`src/array_mul_defines.svh`:
```
`ifndef ARRAY_MUL_DEFINES_SVH
`define ARRAY_MUL_DEFINES_SVH

// Operand width of multiplier and multiplicand
`define MUL_WIDTH 16

// Full two's-complement product
`define MUL_RESULT_WIDTH 32

// Bit-index counter, one step per multiplier bit
`define MUL_COUNT_WIDTH 4

`endif

```
`src/array_mul_pkg.sv`:
```
`include "array_mul_defines.svh"

`default_nettype none

package array_mul_pkg;

    // Controller states
    typedef enum logic [1:0] {
        IDLE  = 2'd0,                           // Waiting for start
        SHIFT = 2'd1,                           // One multiplier bit per cycle
        DONE  = 2'd2                            // Product valid pulse
    } mul_state_t;

    // Operands sampled on the start strobe
    typedef struct packed {
        logic [`MUL_WIDTH-1:0] multiplier;      // Bits consumed LSB first
        logic [`MUL_WIDTH-1:0] multiplicand;    // Added per set bit
    } mul_operands_t;

    // Per-cycle control from controller to datapath
    typedef struct packed {
        logic                        active;    // Step in progress
        logic                        first;     // Index 0, clears the sum
        logic                        last_bit;  // Sign-bit step, index 15
        logic [`MUL_COUNT_WIDTH-1:0] bit_index; // Current multiplier bit
    } mul_step_t;

endpackage

`default_nettype wire

```
`src/mul_controller.sv`:
```
`include "array_mul_defines.svh"

`default_nettype none
`timescale 1ns/1ps

module mul_controller import array_mul_pkg::*; (
    input  logic      clk,
    input  logic      reset,
    input  logic      start,
    output mul_step_t step,
    output logic      load,
    output logic      busy,
    output logic      done
);

    mul_state_t                  state, next_state;
    logic [`MUL_COUNT_WIDTH-1:0] count;      // Bit index of the running step
    logic                        last_count; // Sign-bit index reached

    assign last_count = (count == {`MUL_COUNT_WIDTH{1'b1}});

    always_comb begin
        next_state = state;
        case (state)
            IDLE:    if (start) next_state = SHIFT;      // Accept only when idle
            SHIFT:   if (last_count) next_state = DONE;  // After bit 15
            DONE:    next_state = IDLE;                  // Single-cycle done
            default: next_state = IDLE;
        endcase
    end

    always_ff @(posedge clk or negedge reset) begin
        if (!reset) begin
            state <= IDLE;
            count <= '0;
        end else begin
            state <= next_state;
            if (state == SHIFT) begin
                count <= count + 1'b1;               // Wraps to 0 after bit 15
            end else begin
                count <= '0;
            end
        end
    end

    assign load = start && (state == IDLE);         // Capture operands at E0
    assign busy = (state == SHIFT);
    assign done = (state == DONE);

    assign step.active    = busy;
    assign step.first     = busy && (count == '0);  // Sum starts from zero
    assign step.last_bit  = busy && last_count;     // Negated partial product
    assign step.bit_index = count;

    // Sign-bit step comes 15 steps after the first, then done
    assert property (@(posedge clk) disable iff (!reset)
        step.last_bit |-> $past(step.first, 15) ##1 done);

    // Done is a pulse, 17 cycles after the accepted start
    assert property (@(posedge clk) disable iff (!reset)
        done |-> $past(load, 17) ##1 !done);

endmodule

`default_nettype wire

```
`src/multiplier_shift_register.sv`:
```
`include "array_mul_defines.svh"

`default_nettype none
`timescale 1ns/1ps

module multiplier_shift_register import array_mul_pkg::*; (
    input  logic                  clk,
    input  logic                  reset,
    input  logic                  load,
    input  logic [`MUL_WIDTH-1:0] multiplier,
    input  logic                  shift_en,
    output logic                  bit_out
);

    logic [`MUL_WIDTH-1:0] shift_q; // Remaining multiplier bits

    always_ff @(posedge clk or negedge reset) begin
        if (!reset) begin
            shift_q <= '0;
        end else if (load) begin
            shift_q <= multiplier;                  // Bit 0 ready for index 0
        end else if (shift_en) begin
            shift_q <= {1'b0, shift_q[`MUL_WIDTH-1:1]}; // Next bit into LSB
        end
    end

    // LSB always matches the controller's bit index
    assign bit_out = shift_q[0];

endmodule

`default_nettype wire

```
`src/partial_product_gen.sv`:
```
`include "array_mul_defines.svh"

`default_nettype none
`timescale 1ns/1ps

module partial_product_gen import array_mul_pkg::*; (
    input  logic [`MUL_WIDTH-1:0]        multiplicand,
    input  logic                         mul_bit,
    input  mul_step_t                    step,
    output logic [`MUL_RESULT_WIDTH-1:0] partial
);

    logic [`MUL_WIDTH-1:0]        selected; // Multiplicand or zero
    logic [`MUL_RESULT_WIDTH-1:0] extended; // Sign-extended to product width
    logic [`MUL_RESULT_WIDTH-1:0] signed_pp; // After optional negation

    always_comb begin
        // Bit gates the multiplicand
        if (mul_bit) begin
            selected = multiplicand;
        end else begin
            selected = '0;
        end

        extended = {{(`MUL_RESULT_WIDTH-`MUL_WIDTH){selected[`MUL_WIDTH-1]}}, selected};

        // Multiplier MSB carries weight -2^15
        if (step.last_bit) begin
            signed_pp = ~extended + 1'b1;
        end else begin
            signed_pp = extended;
        end

        partial = signed_pp << step.bit_index; // Weight by bit position
    end

endmodule

`default_nettype wire

```
`src/ripple_carry_adder.sv`:
```
`include "array_mul_defines.svh"

`default_nettype none
`timescale 1ns/1ps

module ripple_carry_adder (
    input  logic [`MUL_RESULT_WIDTH-1:0] a,
    input  logic [`MUL_RESULT_WIDTH-1:0] b,
    output logic [`MUL_RESULT_WIDTH-1:0] sum
);

    logic [`MUL_RESULT_WIDTH-1:0] carry; // Carry into each bit

    assign carry[0] = 1'b0;              // No carry-in

    genvar i;
    generate
        for (i = 0; i < `MUL_RESULT_WIDTH; i++) begin : g_bit
            // Full-adder sum
            assign sum[i] = a[i] ^ b[i] ^ carry[i];

            // Carry out of the top bit is dropped, result wraps mod 2^32
            if (i < `MUL_RESULT_WIDTH - 1) begin : g_carry
                assign carry[i+1] = (a[i] & b[i]) | (a[i] & carry[i]) | (b[i] & carry[i]);
            end
        end
    endgenerate

endmodule

`default_nettype wire

```
`src/product_accumulator.sv`:
```
`include "array_mul_defines.svh"

`default_nettype none
`timescale 1ns/1ps

module product_accumulator import array_mul_pkg::*; (
    input  logic                         clk,
    input  logic                         reset,
    input  mul_step_t                    step,
    input  logic [`MUL_RESULT_WIDTH-1:0] partial,
    output logic [`MUL_RESULT_WIDTH-1:0] product
);

    logic [`MUL_RESULT_WIDTH-1:0] addend; // Held sum or zero
    logic [`MUL_RESULT_WIDTH-1:0] next_sum;

    // First step starts a fresh sum
    assign addend = step.first ? '0 : product;

    ripple_carry_adder u_adder (
        .a   (partial),
        .b   (addend),
        .sum (next_sum)
    );

    always_ff @(posedge clk or negedge reset) begin
        if (!reset) begin
            product <= '0;
        end else if (step.active) begin
            product <= next_sum;                 // One partial per step
        end
    end

    // Ripple chain gives the plain modulo-2^32 sum on every step
    assert property (@(posedge clk) disable iff (!reset)
        step.active |=> (product == $past(partial + addend)));

endmodule

`default_nettype wire

```
`src/array_multiplier_datapath.sv`:
```
`include "array_mul_defines.svh"

`default_nettype none
`timescale 1ns/1ps

module array_multiplier_datapath import array_mul_pkg::*; (
    input  logic                         clk,
    input  logic                         reset,
    input  mul_operands_t                operands,
    input  logic                         load,
    input  mul_step_t                    step,
    output logic [`MUL_RESULT_WIDTH-1:0] product
);

    logic [`MUL_WIDTH-1:0]        multiplicand_q; // Held for all 16 steps
    logic                         mul_bit;        // Current multiplier bit
    logic [`MUL_RESULT_WIDTH-1:0] partial;        // Shifted partial product

    always_ff @(posedge clk) begin
        if (load) begin
            multiplicand_q <= operands.multiplicand;
        end
    end

    multiplier_shift_register u_shift_register (
        .clk        (clk),
        .reset      (reset),
        .load       (load),
        .multiplier (operands.multiplier),
        .shift_en   (step.active),       // Advance once per step
        .bit_out    (mul_bit)
    );

    partial_product_gen u_partial_product_gen (
        .multiplicand (multiplicand_q),
        .mul_bit      (mul_bit),
        .step         (step),
        .partial      (partial)
    );

    product_accumulator u_product_accumulator (
        .clk     (clk),
        .reset   (reset),
        .step    (step),
        .partial (partial),
        .product (product)
    );

endmodule

`default_nettype wire

```
`src/array_multiplier.sv`:
```
`include "array_mul_defines.svh"

`default_nettype none
`timescale 1ns/1ps

module array_multiplier import array_mul_pkg::*; (
    input  logic                         clk,
    input  logic                         reset,
    input  logic                         start,
    input  mul_operands_t                operands,
    output logic [`MUL_RESULT_WIDTH-1:0] product,
    output logic                         done,
    output logic                         busy
);

    mul_step_t step; // Per-cycle control to datapath
    logic      load; // Operand capture strobe

    mul_controller u_controller (
        .clk   (clk),
        .reset (reset),
        .start (start),
        .step  (step),
        .load  (load),
        .busy  (busy),
        .done  (done)
    );

    array_multiplier_datapath u_datapath (
        .clk      (clk),
        .reset    (reset),
        .operands (operands),
        .load     (load),
        .step     (step),
        .product  (product)
    );

endmodule

`default_nettype wire

```
`config.mk`:
```
export PLATFORM = sky130hd
export DESIGN_NAME = array_multiplier
export DESIGN_NICKNAME = d
export VERILOG_FILES = /design/src/array_mul_pkg.sv /design/src/mul_controller.sv /design/src/multiplier_shift_register.sv /design/src/partial_product_gen.sv /design/src/ripple_carry_adder.sv /design/src/product_accumulator.sv /design/src/array_multiplier_datapath.sv /design/src/array_multiplier.sv
export VERILOG_INCLUDE_DIRS = /design/src
export SDC_FILE = /design/constraint.sdc
export NUM_CORES = 1
export LEC_CHECK = 0
export BUFFER_PORTS_ARGS = -buffer_cell sky130_fd_sc_hd__buf_2
export CAP_MARGIN = 10
export CORE_UTILIZATION = 50
export CTS_BUF_LIST = sky130_fd_sc_hd__clkbuf_8 sky130_fd_sc_hd__clkbuf_16
export CTS_CLUSTER_DIAMETER = 50
export CTS_CLUSTER_SIZE = 40
export DETAILED_ROUTE_END_ITERATION = 10
export GPL_TIMING_DRIVEN = 0
export HOLD_SLACK_MARGIN = 0.08
export PLACE_DENSITY = 0.83
export SLEW_MARGIN = 20
export SYNTH_ARGS = -nofsm -noshare
export SYNTH_HDL_FRONTEND = slang
export SYNTH_SLANG_ARGS = --single-unit
export TNS_END_PERCENT = 5
```
`constraint.sdc`:
```
create_clock -name clk -period 12.95 [get_ports clk]
set_clock_uncertainty 0.05 [all_clocks]
set_input_delay 2.59 -clock clk [delete_from_list [all_inputs] [get_ports clk]]
set_output_delay 2.59 -clock clk [all_outputs]
set_load 0.1 [all_outputs]
```
==> out/metrics.yaml <==
viasPerCell: 6.18
syn2layout_area_growth_pct: 16.2
cts_tree: "done"
grt_pass1_vias: 5014
startpoint_type: "flip-flop"
clkLatencyLatePin_ps: 370
post-place-cells: 793
drive_gt1_share_pct: 23.4
dr.pass1.iters: 6
status: "completed"
setup_viol: 0
avgRoutedWirePerCell_um: 18.2
slowest_delay_ps: 400
cp.required_ps: 13160
fin_cells: 811
min_path_type: "flip-flop to flip-flop"
fmax_ghz: 0.0796
synthFlopType: "dfrtp_1"
htreeDepth: 3
rsz0062_at_grt: "no"
max-slew-margin-rel_pct: 36.5
synth_cell_types: 80
numCtsBuffers: 9
hold_viol: 0
arrival_ps: 12780
core_sq_mm: 0.0103
synth_top_cell_area_share_pct: 25.4
cts.sinks: 70
grt_max_degree: 55
antenna_found_initial: 0
clk_path_buf_depth: 2
track_usage_pct: 28.5
cpMostUsedCell: "fa_2"
netlist_area_sq_mm: 0.00533
die_x_um: 105
ys_seq_area_share_pct: 34.4
hpwl_mm: 11.2
initial_core_util_pct: 51.6
crit_path_max_fanout: 10
num_antenna_cells: 0
grt_pass1_wl_mm: 24.7
period_share_pct: 97.0
crit_buf_inv: 7
ys_seq_elements: 70
yosys-top-cells-area: "dfrtp_1, fa_1, edfxtp_1"
drv_slew: 0
io_buffers: 68
syn-instance-count: 589
route.vias.total: 5013
multi_input_area_sq_mm: 0.00332
ys_warn_count: 0
synth_nets: 659
path_delay_family: "adder cells"
clk_pin_slew_ps: 80
synth_area_per_cell_sq_um: 9.05
drc: 0
yosysTopAreaCell: "dfrtp_1"
cp-end-kind: "flip-flop"
synthArstFlopShare_pct: 77.1
ctsHoldBuffers: 0
dieArea_sq_mm: 0.0111
place_congestion: 0.934
overflow: 0
synth_common_cells: "nand2_1, dfrtp_1, o21ai_0"
nFillCells: 886
max_slew.worst_pin.slew_ps: 928
setup.worst_path.class: "flip-flop to flip-flop"
boundaryPins: 69
cts-root-buf: "clkbuf_8"
wl_mm: 14.7
postRouteAntennaNets: 0
die_y_um: 105
max_cap_viol_count: 0
finalNetCount: 740
rows: 37
first_iter_violations: 460
crit_slowest_cell: "fa_1"
synth_edf_count: 16
seq_area_sq_mm: 0.00183
period_minus_slack_ps: 12570
synth.most_common_cell: "nand2_1"
-- cells in the final DEF (no fill, tap or decap), drive strengths merged, types with 11 or more instances in the layout --
master | netlist | routed
nand2 | 126 | 126
nor3 | 16 | 16
buf | 17 | 87
o21ai | 42 | 42
inv | 10 | 12
a22oi | 17 | 17
nor2 | 29 | 29
a21oi | 21 | 21
mux2i | 11 | 11
dfrtp | 54 | 54
fa | 30 | 30
edfxtp | 16 | 16
nand3 | 15 | 15
clkbuf | 29 | 39
and2 | 15 | 15
-- worst min-delay path: stages, from the launching register on --
cell,delay [ps]
dfrtp_1,350
nand2_1,60
nand2_1,50
-- state kept, by name, indices dropped and copies added (netlist names) --
name                                      flops
u_datapath.u_shift_register.shift_q          16
u_controller.state                            2
u_datapath.multiplicand_q                    16
u_datapath.u_product_accumulator.product     32
u_controller.count                            4
-- cell families (layout without fill, tap and decap cells) --
logic type      count (synthesis)  after routing  share of synthesized area (%)
buf+inv                        59            145                           4.98
simple gates                  242            242                           22.1
flops                          70             70                           34.4
compound gates                160            160                           21.3
xor+xnor                        5              5                          0.822
mux                            18             18                           3.97
fa+ha+maj                      35             35                           12.4
-- layout make-up --
class | instances | share of cell area (%)
buffer | 45 | 3.94
clock buffer | 10 | 2.22
clock inverter | 6 | 0.990
inverter | 13 | 0.889
multi-input combinational | 460 | 53.7
sequential | 70 | 29.6
tap | 136 | 2.75
timing repair buffer | 71 | 5.90
-- metal layers --
metal	up-vias	routed length, um	GRT usage, %	share of wire [%]
met2	259	6980	45.6	47
li1	2291	-	-	-
met3	57	1160	6.06	7.9
met4	0	488	13.1	3.3
met1	2406	6120	37.1	41
met5	-	0	0	0
-- repair_timing --
item,4_1_cts,5_1_grt
setup endpoints to repair,4,2
resized for setup,33,13
pin swaps,0,2
setup buffers,3,0
-- final timing paths --
| path | slack [ps] | to | startpoint | cells past startpoint |
|---|---|---|---|---|
| min in group asynchronous | 2190 | u_datapath.u_product_accumulator.product[22] | reset | 1 |
| min reg2reg | 440 | u_datapath.u_shift_register.shift_q[3] | u_datapath.u_shift_register.shift_q[3] | 2 |
| min | 440 | u_datapath.u_shift_register.shift_q[3] | u_datapath.u_shift_register.shift_q[3] | 2 |
| max | 380 | u_datapath.u_product_accumulator.product[31] | u_controller.count[0] | 43 |
| max reg2reg | 380 | u_datapath.u_product_accumulator.product[31] | u_controller.count[0] | 43 |
| max in group asynchronous | 10140 | u_controller.count[1] | reset | 1 |
-- per-stage QoR --
stage | hold slack [ps] | TNS (ps) | instance area, sq um | util (%) | setup slack (ps)
final | 438 | 0 | 6190 | 60.0 | 384
after global routing | 472 | 0 | 6190 | 60.0 | 31.0
after CTS | 440 | 0 | 6150 | 59.6 | 28.6
after detailed placement | 418 | -2750 | 5840 | 56.6 | -1250
after global placement | 411 | -2080 | 5840 | 56.6 | -1040
after floorplan | 396 | 0 | 5330 | - | 116
Power is not shown: default switching activity piles up to over one toggle a cycle in this logic, so the estimate is an artifact.
